## src/common/csr_pkg.sv

```systemverilog
package csr_pkg;

   // datapath widths
   localparam int grlen     = 32;
   localparam int csr_num_w = 14;
   localparam int plv_w     = 2;

   // implemented csr numbers
   localparam logic [csr_num_w-1:0] csr_crmd   = 14'h000;
   localparam logic [csr_num_w-1:0] csr_prmd   = 14'h001;
   localparam logic [csr_num_w-1:0] csr_era    = 14'h006;
   localparam logic [csr_num_w-1:0] csr_eentry = 14'h00c;
   // local boot security register
   localparam logic [csr_num_w-1:0] csr_bsec   = 14'h100;

   // crmd fields
   localparam int crmd_plv_lo = 0;
   localparam int crmd_ie_bit = 2;

   // prmd holds the crmd fields saved on exception entry
   localparam int prmd_pplv_lo = 0;
   localparam int prmd_pie_bit = 2;

   // bsec eeprom flush, sticky until reset
   localparam int bsec_ef_bit = 0;

   // execute-stage csr opcodes
   typedef enum logic [2:0] {
      op_nop,
      op_csrrd,
      op_csrwr,
      op_csrxchg,
      op_ertn
   } csr_op_e;

   // reported with each redirect
   typedef enum logic [1:0] {
      cause_none,
      cause_ale,
      cause_illinst,
      cause_ertn
   } trap_cause_e;

endpackage

```

## src/common/csr_cmd_if.sv

```systemverilog
`timescale 1ns/1ns

interface csr_cmd_if;

   // read port, combinational from raddr
   logic [csr_pkg::csr_num_w-1:0] raddr;
   logic [csr_pkg::grlen-1:0]     rdata;

   // masked write, lands on the next clk edge
   logic [csr_pkg::csr_num_w-1:0] waddr;
   logic [csr_pkg::grlen-1:0]     wdata;
   logic [csr_pkg::grlen-1:0]     mask;
   logic                          wen;

   modport decoder (
      output raddr,
      output waddr,
      output wdata,
      output mask,
      output wen,
      input  rdata
   );

   modport regfile (
      input  raddr,
      input  waddr,
      input  wdata,
      input  mask,
      input  wen,
      output rdata
   );

endinterface

```

## src/csr/csr_regfile.sv

```systemverilog
`timescale 1ns/1ns

module csr_regfile (
   input  logic                      clk,
   input  logic                      reset,
   csr_cmd_if.regfile                cmd,
   input  logic                      exception,
   input  logic                      ertn,
   input  logic [csr_pkg::grlen-1:0] pc,
   output logic [csr_pkg::grlen-1:0] eentry,
   output logic [csr_pkg::grlen-1:0] era,
   output logic                      bsec_ef
);

   // implemented fields
   logic                      crmd_ie;
   logic [csr_pkg::plv_w-1:0] crmd_plv;
   logic                      prmd_pie;
   logic [csr_pkg::plv_w-1:0] prmd_pplv;

   // full-width views, unimplemented bits are zero
   logic [csr_pkg::grlen-1:0] crmd;
   logic [csr_pkg::grlen-1:0] prmd;
   logic [csr_pkg::grlen-1:0] bsec;

   logic crmd_wen;
   logic prmd_wen;
   logic era_wen;
   logic eentry_wen;
   logic bsec_wen;

   logic [csr_pkg::grlen-1:0] crmd_merged;
   logic [csr_pkg::grlen-1:0] prmd_merged;
   logic [csr_pkg::grlen-1:0] era_merged;
   logic [csr_pkg::grlen-1:0] eentry_merged;

   // keep old bits where mask is clear
   function automatic logic [csr_pkg::grlen-1:0] masked_merge(
      input logic [csr_pkg::grlen-1:0] old_value,
      input logic [csr_pkg::grlen-1:0] new_value,
      input logic [csr_pkg::grlen-1:0] mask
   );
      return (old_value & ~mask) | (new_value & mask);
   endfunction

   always_comb begin
      crmd = '0;
      crmd[csr_pkg::crmd_plv_lo +: csr_pkg::plv_w] = crmd_plv;
      crmd[csr_pkg::crmd_ie_bit] = crmd_ie;
      prmd = '0;
      prmd[csr_pkg::prmd_pplv_lo +: csr_pkg::plv_w] = prmd_pplv;
      prmd[csr_pkg::prmd_pie_bit] = prmd_pie;
      bsec = '0;
      bsec[csr_pkg::bsec_ef_bit] = bsec_ef;
   end

   // write select per register
   assign crmd_wen   = cmd.wen && (cmd.waddr == csr_pkg::csr_crmd);
   assign prmd_wen   = cmd.wen && (cmd.waddr == csr_pkg::csr_prmd);
   assign era_wen    = cmd.wen && (cmd.waddr == csr_pkg::csr_era);
   assign eentry_wen = cmd.wen && (cmd.waddr == csr_pkg::csr_eentry);
   assign bsec_wen   = cmd.wen && (cmd.waddr == csr_pkg::csr_bsec);

   assign crmd_merged   = masked_merge(crmd, cmd.wdata, cmd.mask);
   assign prmd_merged   = masked_merge(prmd, cmd.wdata, cmd.mask);
   assign era_merged    = masked_merge(era, cmd.wdata, cmd.mask);
   assign eentry_merged = masked_merge(eentry, cmd.wdata, cmd.mask);

   // crmd: exception clears, ertn restores from prmd
   always_ff @(posedge clk) begin
      if (reset) begin
         crmd_ie  <= 1'b0;
         crmd_plv <= '0;
      end else if (exception) begin
         crmd_ie  <= 1'b0;
         crmd_plv <= '0;
      end else if (ertn) begin
         crmd_ie  <= prmd_pie;
         crmd_plv <= prmd_pplv;
      end else if (crmd_wen) begin
         crmd_ie  <= crmd_merged[csr_pkg::crmd_ie_bit];
         crmd_plv <= crmd_merged[csr_pkg::crmd_plv_lo +: csr_pkg::plv_w];
      end
   end

   // prmd saves the crmd fields on exception entry
   always_ff @(posedge clk) begin
      if (reset) begin
         prmd_pie  <= 1'b0;
         prmd_pplv <= '0;
      end else if (exception) begin
         prmd_pie  <= crmd_ie;
         prmd_pplv <= crmd_plv;
      end else if (prmd_wen) begin
         prmd_pie  <= prmd_merged[csr_pkg::prmd_pie_bit];
         prmd_pplv <= prmd_merged[csr_pkg::prmd_pplv_lo +: csr_pkg::plv_w];
      end
   end

   // era takes the faulting pc
   always_ff @(posedge clk) begin
      if (reset) begin
         era <= '0;
      end else if (exception) begin
         era <= pc;
      end else if (era_wen) begin
         era <= era_merged;
      end
   end

   always_ff @(posedge clk) begin
      if (reset) begin
         eentry <= '0;
      end else if (eentry_wen) begin
         eentry <= eentry_merged;
      end
   end

   // sticky, a written 0 never clears it
   always_ff @(posedge clk) begin
      if (reset) begin
         bsec_ef <= 1'b0;
      end else if (bsec_wen && cmd.mask[csr_pkg::bsec_ef_bit] &&
                   cmd.wdata[csr_pkg::bsec_ef_bit]) begin
         bsec_ef <= 1'b1;
      end
   end

   // and-or read mux by number
   assign cmd.rdata = ({csr_pkg::grlen{cmd.raddr == csr_pkg::csr_crmd}}   & crmd)   |
                      ({csr_pkg::grlen{cmd.raddr == csr_pkg::csr_prmd}}   & prmd)   |
                      ({csr_pkg::grlen{cmd.raddr == csr_pkg::csr_era}}    & era)    |
                      ({csr_pkg::grlen{cmd.raddr == csr_pkg::csr_eentry}} & eentry) |
                      ({csr_pkg::grlen{cmd.raddr == csr_pkg::csr_bsec}}   & bsec);

   // trap controller ranks these, never both
   a_exc_ertn_excl : assert property (
      @(posedge clk) disable iff (reset)
      !(exception && ertn)
   ) else $error("csr_regfile: exception and ertn in the same cycle");

   // write kill from the trap side reaches the decoder
   a_no_write_on_trap : assert property (
      @(posedge clk) disable iff (reset)
      (exception || ertn) |-> !cmd.wen
   ) else $error("csr_regfile: csr write during trap event");

endmodule

```

## src/source/csr_decode.sv

```systemverilog
`timescale 1ns/1ns

module csr_decode (
   input  logic                          clk,
   input  logic                          reset,
   input  logic                          op_valid,
   input  csr_pkg::csr_op_e              op,
   input  logic [csr_pkg::csr_num_w-1:0] csr_num,
   input  logic [csr_pkg::grlen-1:0]     rd_value,
   input  logic [csr_pkg::grlen-1:0]     rj_value,
   input  logic                          write_kill,
   output logic                          illinst_csr,
   csr_cmd_if.decoder                    cmd,
   output logic                          rdata_valid,
   output logic [csr_pkg::grlen-1:0]     rdata_out
);

   logic csr_access;
   logic csr_write;
   logic csr_known;

   // any op that touches a csr
   assign csr_access = op_valid &&
                       ((op == csr_pkg::op_csrrd) ||
                        (op == csr_pkg::op_csrwr) ||
                        (op == csr_pkg::op_csrxchg));

   // csrrd only reads
   assign csr_write = op_valid &&
                      ((op == csr_pkg::op_csrwr) ||
                       (op == csr_pkg::op_csrxchg));

   // the five implemented numbers
   assign csr_known = csr_num inside {
      csr_pkg::csr_crmd,
      csr_pkg::csr_prmd,
      csr_pkg::csr_era,
      csr_pkg::csr_eentry,
      csr_pkg::csr_bsec
   };

   assign illinst_csr = csr_access && !csr_known;

   // same number for both sides of an exchange
   assign cmd.raddr = csr_num;
   assign cmd.waddr = csr_num;
   assign cmd.wdata = rd_value;

   // csrwr writes every bit, csrxchg only where rj is set
   assign cmd.mask = (op == csr_pkg::op_csrxchg) ? rj_value : '1;

   // trapping or returning instructions must not commit a write
   assign cmd.wen = csr_write && !write_kill;

   always_ff @(posedge clk) begin
      if (reset) begin
         rdata_valid <= 1'b0;
      end else begin
         rdata_valid <= csr_access;
      end
   end

   // old value, sampled before the write edge
   always_ff @(posedge clk) begin
      if (csr_access) begin
         rdata_out <= cmd.rdata;
      end
   end

   // an unimplemented number always comes back as a write kill
   a_illinst_kills_write : assert property (
      @(posedge clk) disable iff (reset)
      illinst_csr |-> write_kill
   ) else $error("csr_decode: unimplemented csr access without write_kill");

endmodule

```

## src/source/csr_trap_ctl.sv

```systemverilog
`timescale 1ns/1ns

module csr_trap_ctl (
   input  logic                        clk,
   input  logic                        reset,
   input  logic                        op_valid,
   input  csr_pkg::csr_op_e            op,
   input  logic                        ale,
   input  logic                        illinst,
   input  logic                        illinst_csr,
   input  logic [csr_pkg::grlen-1:0]   eentry,
   input  logic [csr_pkg::grlen-1:0]   era,
   output logic                        exception,
   output logic                        ertn,
   output logic                        write_kill,
   output logic                        redirect_valid,
   output logic [csr_pkg::grlen-1:0]   redirect_pc,
   output csr_pkg::trap_cause_e        redirect_cause
);

   logic                 ale_hit;
   logic                 ill_hit;
   logic                 ertn_hit;
   logic                 trap_event;
   csr_pkg::trap_cause_e cause;

   // flags only count with a live instruction
   assign ale_hit  = op_valid && ale;
   assign ill_hit  = op_valid && (illinst || illinst_csr);
   assign ertn_hit = op_valid && (op == csr_pkg::op_ertn);

   // any exception outranks ertn
   assign exception  = ale_hit || ill_hit;
   assign ertn       = ertn_hit && !exception;
   assign write_kill = exception || ertn_hit;
   assign trap_event = exception || ertn;

   // ale, then illinst, then ertn
   always_comb begin
      if (ale_hit) begin
         cause = csr_pkg::cause_ale;
      end else if (ill_hit) begin
         cause = csr_pkg::cause_illinst;
      end else if (ertn_hit) begin
         cause = csr_pkg::cause_ertn;
      end else begin
         cause = csr_pkg::cause_none;
      end
   end

   always_ff @(posedge clk) begin
      if (reset) begin
         redirect_valid <= 1'b0;
         redirect_cause <= csr_pkg::cause_none;
      end else begin
         redirect_valid <= trap_event;
         redirect_cause <= cause;
      end
   end

   // target as seen in the event cycle, before the era update lands
   always_ff @(posedge clk) begin
      if (trap_event) begin
         redirect_pc <= exception ? eentry : era;
      end
   end

endmodule

```

## src/source/csr_unit.sv

```systemverilog
`timescale 1ns/1ns

module csr_unit (
   input  logic                          clk,
   input  logic                          reset,
   input  logic                          op_valid,
   input  csr_pkg::csr_op_e              op,
   input  logic [csr_pkg::csr_num_w-1:0] csr_num,
   input  logic [csr_pkg::grlen-1:0]     rd_value,
   input  logic [csr_pkg::grlen-1:0]     rj_value,
   input  logic                          ale,
   input  logic                          illinst,
   input  logic [csr_pkg::grlen-1:0]     pc,
   output logic                          rdata_valid,
   output logic [csr_pkg::grlen-1:0]     rdata_out,
   output logic                          redirect_valid,
   output logic [csr_pkg::grlen-1:0]     redirect_pc,
   output csr_pkg::trap_cause_e          redirect_cause,
   output logic                          bsec_ef
);

   logic                      illinst_csr;
   logic                      write_kill;
   logic                      exception;
   logic                      ertn;
   logic [csr_pkg::grlen-1:0] eentry;
   logic [csr_pkg::grlen-1:0] era;

   // decoder to register file
   csr_cmd_if csr_cmd ();

   csr_decode i_csr_decode (
      .clk         (clk),
      .reset       (reset),
      .op_valid    (op_valid),
      .op          (op),
      .csr_num     (csr_num),
      .rd_value    (rd_value),
      .rj_value    (rj_value),
      .write_kill  (write_kill),
      .illinst_csr (illinst_csr),
      .cmd         (csr_cmd.decoder),
      .rdata_valid (rdata_valid),
      .rdata_out   (rdata_out)
   );

   csr_regfile i_csr_regfile (
      .clk       (clk),
      .reset     (reset),
      .cmd       (csr_cmd.regfile),
      .exception (exception),
      .ertn      (ertn),
      .pc        (pc),
      .eentry    (eentry),
      .era       (era),
      .bsec_ef   (bsec_ef)
   );

   csr_trap_ctl i_csr_trap_ctl (
      .clk            (clk),
      .reset          (reset),
      .op_valid       (op_valid),
      .op             (op),
      .ale            (ale),
      .illinst        (illinst),
      .illinst_csr    (illinst_csr),
      .eentry         (eentry),
      .era            (era),
      .exception      (exception),
      .ertn           (ertn),
      .write_kill     (write_kill),
      .redirect_valid (redirect_valid),
      .redirect_pc    (redirect_pc),
      .redirect_cause (redirect_cause)
   );

endmodule
```

## config.mk

```make
export PLATFORM = sky130hd
export DESIGN_NAME = csr_unit
export DESIGN_NICKNAME = d
export VERILOG_FILES = /design/src/common/csr_pkg.sv /design/src/common/csr_cmd_if.sv /design/src/csr/csr_regfile.sv /design/src/source/csr_decode.sv /design/src/source/csr_trap_ctl.sv /design/src/source/csr_unit.sv
export SDC_FILE = /design/constraint.sdc
export NUM_CORES = 1
export LEC_CHECK = 0
export ABC_AREA = 1
export BUFFER_PORTS_ARGS = -buffer_cell sky130_fd_sc_hd__buf_2
export CAP_MARGIN = 20
export CORE_MARGIN = 2
export CORE_UTILIZATION = 50
export DETAILED_ROUTE_END_ITERATION = 6
export GPL_ROUTABILITY_DRIVEN = 0
export HOLD_SLACK_MARGIN = 0.12
export PLACE_DENSITY = 0.77
export SLEW_MARGIN = 10
export SYNTH_ARGS = -nofsm -noshare
export SYNTH_HDL_FRONTEND = slang
export SYNTH_SLANG_ARGS = --single-unit
```

## constraint.sdc

```tcl
create_clock -name clk -period 4.4 [get_ports clk]
set_clock_uncertainty 0.15 [all_clocks]
set_input_delay 0.66 -clock clk [delete_from_list [all_inputs] [get_ports clk]]
set_output_delay 0.66 -clock clk [all_outputs]
set_load 0.1 [all_outputs]
```

==> results.md, run 1 <==
Clocking:
- The clock reaches the later pin of the worst-skew pair after 0.41 ns.
- In this run the post-CTS setup repair buffer count came out at 0.
- The total clock buffers created by CTS is 17.
- The clock passes through at most 2 buffers.
- The CTS sink count is approximately 140.
- The number of H-tree levels is 4.
- Clock-pin slew was measured on the worst setup and hold paths at 0.06 ns.
- Buffers inserted to repair hold after CTS numbered 0.
- The clock tree root buffer cell is sky130_fd_sc_hd__clkbuf_16.
- In this run, post-CTS repair resized a total of 0 instances.
- The CTS tree is done.

Final layout:
- The post-layout utilization of the core is 0.628.
- The share of post-route cells with drive strength above 1 is 0.230.
- At the end of the flow, the number of nets in the layout was 1139.
- The area growth from synthesis to layout is 23.0%.
- In the final layout, the multi-input gates occupy 2770 um^2.
- The count of non-filler cells in the finished layout is 1210.
- The leading cell type in the layout, fill and taps excluded is sky130_fd_sc_hd__buf_2.
- The top cell types in the final layout, fill and taps aside, are sky130_fd_sc_hd__buf_2, sky130_fd_sc_hd__nor2_1, sky130_fd_sc_hd__nand2_1.
- The final non-filler cell area is 8280 um^2.
- Fill cells in the final layout number 1166.
- The flip-flop and latch area is 3420 um^2.
- The number of antenna diodes is 0.

Die:
- The site row count is 42.
- The floorplan step set the die height to between 100 and 150 um.
- The standard cell core area is 13200 um^2.
- The number of top-level design ports is roughly 190.
- The horizontal extent of the die is 120 um.
- For this configuration, the core starts out at a cell density of 0.511.
- The floorplan step defined a die boundary enclosing 14400 um^2.

Detailed routing:
- Signal routing reaches up to met4.
- The final route contains 6664 vias.
- After detailed routing, the number of remaining DRC violations is 0.
- In the final routing, the length of wire on met1 measures 7900 um.
- The met3 wire length is 1690 um.
- Dividing the detail-routed via count by the number of cells gives 5.51.
- The final routed wirelength across all metal layers is around 19000 um.
- The detail route stage leaves a number of antenna-violating nets equal to 0.
- The detailed route wirelength on metal2 is 8980 um.
- The first-pass iteration count of the detailed router is 6.
- The initial detailed-routing violation count is 635.
- In the final routed layout, each cell accounts on average for between 15 and 20 um.

STA:
- The number of pins with negative max-slew slack in the final report is 0.
- Timing would allow up to 0.316 GHz.
- Setup repair after global routing left no endpoint under its margin.
- The relative slew slack is 0.363.
- The final hold slack is between 0.3 and 0.4 ns.
- Setup violations remaining at the end of the flow were counted as 0.
- The clock period could shrink to 3.17 ns.
- The actual transition at the worst max-transition pin is 0.953 ns.
- In the final timing run, aggregate negative setup slack is 0 ns.
- Dividing the final minimum period by the clock period gives 0.720.
- The worst setup margin is ~1.2 ns.
- The number of hold violations in the final report came to 0.

Yosys:
- The cell type with the highest aggregate area in the netlist is sky130_fd_sc_hd__edfxtp_1.
- Synthesis instantiated 29 different standard cells from the library.
- The netlist area before placement is 6740 um^2.
- The mean instance size in the synthesized netlist is ~7.8 um^2.
- Synthesis handed over a netlist of 860 instances.
- The net count after synthesis is 978.
- By area the synthesized netlist is led by sky130_fd_sc_hd__edfxtp_1, sky130_fd_sc_hd__dfxtp_1, sky130_fd_sc_hd__nor2_1, sky130_fd_sc_hd__o21ai_0, sky130_fd_sc_hd__nand2_1.
- After synthesis the netlist holds a flip-flop and latch count of 139.
- The share of synthesized area in the top cell type comes to 0.285.
- The share of the Yosys chip area taken by registers is 0.508.
- Yosys printed 0 warnings.

Placed design:
- The setup slack after placement is 0.849 ns.
- The total cell area at the placement stage is 7750 um^2.
- In this run, placement finished with an instance count of 1178.
- The port buffer count is between 150 and 200.
- Detailed placement ended at an HPWL of 12000 um.

Worst setup path:
- The critical path startpoint category is an input port.
- The worst register-to-register path ends at i_csr_decode.rdata_out[0]$_DFFE_PP_.
- STA classifies the critical path endpoint as a flip-flop.
- By startpoint and endpoint, the worst setup path is classified as in2reg.
- The data required time at the worst endpoint is between 4 and 5 ns.
- The worst register-to-register path has a depth of 4.
- The largest individual stage delay along the critical path comes from the cell sky130_fd_sc_hd__nand2_2.
- The largest driver fanout on the critical path is 33.
- The minimum setup slack among reg-to-reg paths is ~3.3 ns.
- The arrival time at the worst endpoint is 2.94 ns.
- The critical path's most frequent cell is sky130_fd_sc_hd__nand2_2.
- The largest stage delay on the critical path is 0.71 ns.
- Traced cell by cell, the critical path runs through buf_2, nor2_1, inv_1, nor2_4, a21oi_1, nand3_2, nand2_2, o21ai_4, nand2_2.
- In this run the worst setup path begins at csr_num[8].

Worst hold path:
- Along the worst hold path, the cell count comes to 2.
- The class of the most critical hold timing path is reg2reg.

Power and ir drop:
- The power per cell area is between 300 and 400 nW/um^2.
- The worst-case IR drop observed on VDD is 0.000259 V.
- Power comes to roughly 3.3 mW.
- The leakage power summed over all cells is roughly 3.5 nW.

Global routing:
- In the global route stage, overall resource usage came out at 0.269.
- Entering global routing, the biggest net connects ~140 pins.
- The via count of the first global-routing pass came to 6213.
- For this run the aggregate overflow at the end of global routing stands at 0.
- The number of antenna violations at the first check in global routing is 0.
- The global-route wire length before repair is roughly 30000 um.

Flow run:
- The tool flagged a number of max-cap violations equal to 0.

Outcome:
- The flow ran to the end, and the final reports show no timing, DRC or antenna violations.
==> final cells by class <==
type,count,share of cell area
timing repair buffer,196,0.123
clock inverter,9,0.00876
clock buffer,23,0.0553
multi-input combinational,582,0.335
inverter,85,0.0385
tap,176,0.0266
sequential,139,0.413
==> worst max path at each step <==
stage / slack (ns) / depth (start not counted) / end
finish: 1.23 / 9 / i_csr_trap_ctl.redirect_pc[1]$_DFFE_PP_
global route: 0.96 / 12 / flip-flop
CTS: 1.27 / 9 / i_csr_trap_ctl.redirect_pc[5]$_DFFE_PP_
detailed placement: 0.85 / 9 / i_csr_trap_ctl.redirect_pc[18]$_DFFE_PP_
global placement: 0.86 / 9 / i_csr_trap_ctl.redirect_pc[19]$_DFFE_PP_
floorplan: 1.34 / 10 / i_csr_trap_ctl.redirect_pc[0]$_DFFE_PP_
==> Yosys cell counts <==
master	count
sky130_fd_sc_hd__nor2_1	164
sky130_fd_sc_hd__nand2_1	128
sky130_fd_sc_hd__o21ai_0	117
sky130_fd_sc_hd__inv_1	83
sky130_fd_sc_hd__dfxtp_1	75
sky130_fd_sc_hd__a21oi_1	71
sky130_fd_sc_hd__edfxtp_1	64
sky130_fd_sc_hd__nand3_1	49
sky130_fd_sc_hd__o41ai_1	35
sky130_fd_sc_hd__clkbuf_1	34
sky130_fd_sc_hd__buf_2	14
sky130_fd_sc_hd__buf_6	3
sky130_fd_sc_hd__o22ai_1	3
sky130_fd_sc_hd__buf_4	2
sky130_fd_sc_hd__inv_2	2
sky130_fd_sc_hd__o2111ai_1	2
sky130_fd_sc_hd__o211ai_1	2
sky130_fd_sc_hd__clkbuf_2	1
sky130_fd_sc_hd__nand2_2	1
sky130_fd_sc_hd__nand3_2	1
sky130_fd_sc_hd__nand4_1	1
sky130_fd_sc_hd__nand4_2	1
sky130_fd_sc_hd__nor2_4	1
sky130_fd_sc_hd__nor3_1	1
sky130_fd_sc_hd__nor3_4	1
sky130_fd_sc_hd__o21ai_1	1
sky130_fd_sc_hd__o21ai_4	1
sky130_fd_sc_hd__o21bai_1	1
sky130_fd_sc_hd__or2_2	1
==> per-layer routing <==
layer  vias to the layer above  track usage
li1                       3234            -
met1                      3006        0.338
met2                       371        0.438
met3                        53       0.0575
met4                         0        0.137
met5                         -            0
==> logic make-up (layout without fill, tap and decap cells) <==
kind of cell,count (synthesis),after routing,synth area share
AO/OA/AOI/OAI,233,233,0.197
buffers and inverters,139,313,0.0847
flip-flops,139,139,0.508
AND/OR/NAND/NOR,349,349,0.210
==> worst max-delay path, delay by kind of cell <==
| kind | cells | cell delay (ns) |
|---|---|---|
| buf+inv | 2 | 0.19 |
| compound gates | 2 | 0.63 |
| simple gates | 5 | 1.45 |
==> power breakdown <==
group / internal (mW) / switching, mW / leakage [nW]
Combinational: 0.118 / 0.425 / 1.99
Clock: 0.784 / 0.515 / 0.266
Sequential: 1.42 / 0.0328 / 1.25
No activity file was read; power rests on OpenSTA's default activity.
==> inputs of run 2 (changes only) <==
--- a/config.mk
+++ b/config.mk
@@ -9,7 +9,7 @@
 export BUFFER_PORTS_ARGS = -buffer_cell sky130_fd_sc_hd__buf_2
 export CAP_MARGIN = 20
 export CORE_MARGIN = 2
-export CORE_UTILIZATION = 50
+export CORE_UTILIZATION = 48
 export DETAILED_ROUTE_END_ITERATION = 6
 export GPL_ROUTABILITY_DRIVEN = 0
 export HOLD_SLACK_MARGIN = 0.12
==> constraint.sdc (replaced) <==
create_clock -name clk -period 2.8 [get_ports clk]
set_clock_uncertainty 0.15 [all_clocks]
set_input_delay 0.42 -clock clk [delete_from_list [all_inputs] [get_ports clk]]
set_output_delay 0.42 -clock clk [all_outputs]
set_load 0.1 [all_outputs]
==> results.md, run 2 (synthesized netlist as in run 1, its figures left out) <==
Outcome:
- The flow ran to the end, and the final reports show no timing, DRC or antenna violations.

Final layout:
- The count of non-filler cells in the finished layout is 1229 (+1.6%).
- The share of post-route cells with drive strength above 1 was 0.243 (+0.0129).
- The final non-filler cell area is 8510 um^2 (+2.7%).
- The leading cell type in the layout, fill and taps excluded is sky130_fd_sc_hd__buf_2.
- The footprint of the multi-input gates is 2770 um^2 (unchanged).
- The number of antenna diodes is 0 (unchanged).
- The library cells used most frequently in the layout, excluding fill and tap cells, are sky130_fd_sc_hd__buf_2, sky130_fd_sc_hd__nor2_1, sky130_fd_sc_hd__nand2_1.
- The flip-flop and latch area is 3420 um^2 (unchanged).
- The net count reported at finish is 1154 (+1.3%).
- The final-layout fill cell count was 1263 (+8.3%).
- The area growth from synthesis to layout is 26.3%.

Detailed routing:
- The remaining design rule violation count is 0 (unchanged).
- The average routed wire per standard cell is 15.8 um (-0.46%).
- The ratio of routed vias to standard cells was 5.45 (-1.1%).
- The initial detailed-routing violation count is 584 (-8.0%).
- The final routed wirelength across all metal layers came to 19400 um (+1.1%).
- The number of routed nets with antenna violations is 0 (unchanged).
- The total number of vias was 6697 (+0.50%).
- The first-pass iteration count of the detailed router was 5 (-1).

Die:
- The standard cell core area is 13800 um^2 (+4.4%).
- The horizontal extent of the die was 122 um (+2.0%).
- The number of top-level design ports is 187 (unchanged).
- The area of the die was 15000 um^2 (+4.0%).
- The overall die height was 122 um (+2.0%).
- The site row count came to 43 (+2.4%).
- The starting density of the core was 0.489 (-0.0216).

STA:
- The number of hold violations in the final report is 0 (unchanged).
- Counting I/O delays and the setup requirement, the final critical path takes ~2.3 ns.
- The final hold slack was 0.167 ns (-0.165 ns).
- The final sum of negative setup slack is 0 ns (unchanged).
- The relative slew slack is 0.534 (+0.171).
- The final setup violation count is 0 (unchanged).
- The actual transition at the worst max-transition pin is 0.698 ns (-0.255 ns).
- The timing-limited maximum frequency is 0.435 GHz.
- Of the available clock period, the critical path in the final layout requires 0.820.
- Setup repair after global routing left no endpoint under its margin.
- The number of pins with negative max-slew slack in the final report was 0 (unchanged).

Clocking:
- The total clock buffers created by CTS is 17 (unchanged).
- The CTS sink count is 139 (unchanged).
- The clock transition time at the flip-flop clock pins of the worst setup and hold paths was 0.06 ns (about the same).
- The worst-case clock buffer depth is 2 (unchanged).
- The number of instances resized during post-cts repair was 0 (unchanged).
- The number of hold-repair buffers added at the cts stage is 0 (unchanged).
- The clock tree root buffer cell is sky130_fd_sc_hd__clkbuf_16.
- The number of H-tree levels came to 4 (unchanged).
- The post-CTS setup buffer count is 0 (unchanged).
- TritonCTS built the clock tree.
- The worst-skew pair later-pin latency is 0.41 ns (about the same).

Worst setup path:
- The arrival time at the worst endpoint is 2.41 ns (-0.53 ns).
- The largest driver fanout on the critical path came to 37 (+12%).
- The count of buffer and inverter cells on the critical path is 2 (unchanged).
- The critical path goes through buf_2, nor2_1, nand2_1, nor2_1, o211ai_1, nand3_2, nand2_2, o21ai_4, buf_12, o41ai_1, o21ai_0, a21oi_1.
- The largest stage delay on the critical path is 0.43 ns (-0.28 ns).
- The critical path startpoint category is an input port.
- Among cell families on the critical path, the largest total delay comes from compound AO/OA/AOI/OAI gates.
- The endpoint identified for the worst register-to-register timing path is i_csr_decode.rdata_out[0]$_DFFE_PP_.
- The worst reg2reg path depth came to 4 (unchanged).
- The minimum setup slack among reg-to-reg paths came to 1.68 ns (-1.60 ns).
- The critical path is of the in2reg type.
- The largest individual stage delay along the critical path comes from the cell sky130_fd_sc_hd__o21ai_4.
- The critical path's most frequent cell is sky130_fd_sc_hd__nor2_1.
- The worst setup path is captured at a flip-flop.
- The data required time at the worst endpoint is 2.92 ns (-1.26 ns).

Global routing:
- The via count of the first global-routing pass is 6096 (-1.9%).
- The number of antenna violations at the first check in global routing came to 0 (unchanged).
- The global route total overflow is 0 (unchanged).
- The global-route met3 utilization is 0.0432 (-0.0143).
- The total track usage is 0.263 (-0.00638).
- The global routing stage identified its most utilized layer as met2.
- The met2 layer usage reported by global route came to 0.443 (+0.00521).
- The met1 usage is 0.335 (-0.00271).
- The pin count of the biggest net entering global routing came to 39 (-73%).
- The global-route wire length before repair is 30200 um (-0.66%).

Placed design:
- The instance count after placement with tap cells included is 1197 (+1.6%).
- The total cell area at the placement stage is 7950 um^2 (+2.5%).
- The detailed placement HPWL is 12700 um (+6.3%).
- The port buffer count is 186 (unchanged).

Power and ir drop:
- The worst IR drop on VDD was 0.000399 V (+54%).
- The leakage power summed over all cells is 3.63 nW (+3.4%).
- The power per cell area came to 622 nW/um^2 (+57%).

Worst hold path:
- The startpoint identified for the worst hold timing path is pc[10].
- The min-delay analysis places its worst path in the category in2reg.
- The number of stages on the worst hold path is 3 (+1).

Flow run:
- The max-capacitance violation count was 0 (unchanged).
run 2: changes by cell type in the layout (fill, tap and decap cells not counted), sizes merged:
cell and change:
clkinv +3, bufinv +1, buf +15, clkbuf -4
run 2: worst register-to-register path, delay by kind of cell (launching register included):
| kind | cells | cell delay [ns] |
|---|---|---|
| AND/OR/NAND/NOR | 2 | 0.16 |
| flip-flops | 1 | 0.32 |
| AO/OA/AOI/OAI | 2 | 0.22 |
run 2: final cells by class:
| type | count | share of cell area |
|---|---|---|
| flip-flops and latches | 139 | 0.402 |
| clock buffers | 19 | 0.0509 |
| inverters | 85 | 0.0375 |
| clock inverters | 13 | 0.0150 |
| well taps | 180 | 0.0265 |
| multi-input cells | 582 | 0.326 |
| repair buffers | 211 | 0.142 |
run 2: worst max-delay path by stage:
| stage | startpoint | end | cells past startpoint | slack, ns |
|---|---|---|---|---|
| after CTS | csr_num[7] | flip-flop | 12 | 0.54 |
| after global routing | csr_num[7] | flip-flop | 12 | 0.32 |
| final | csr_num[7] | flip-flop | 12 | 0.50 |
| after detailed placement | csr_num[7] | flip-flop | 12 | 0.14 |
| after floorplan | csr_num[7] | i_csr_trap_ctl.redirect_pc[0]$_DFFE_PP_ | 10 | 0.31 |
| after global placement | csr_num[7] | flip-flop | 12 | 0.22 |
run 2: stage by stage:
step                worst slack [ns]  utilization  total power [mW]
floorplan                      0.311            -              2.95
global placement               0.220        0.577              3.19
detailed placement             0.144        0.577              3.19
CTS                            0.543        0.618              5.32
global route                   0.316        0.618              5.48
finish                         0.503        0.618              5.29
run 2: power by group:
group / switching (mW) / internal [mW] / total [mW] / leakage (nW)
clock: 0.831 / 1.30 / 2.13 / 0.279
combinational: 0.678 / 0.209 / 0.887 / 2.10
sequential: 0.0478 / 2.23 / 2.27 / 1.25
run 2: per-layer routing:
metal / vias to the layer above / part of all wire
li1: 3270 / -
met1: 3050 / 0.41
met2: 339 / 0.49
met3: 38 / 0.080
met4: 0 / 0.025
met5: - / 0
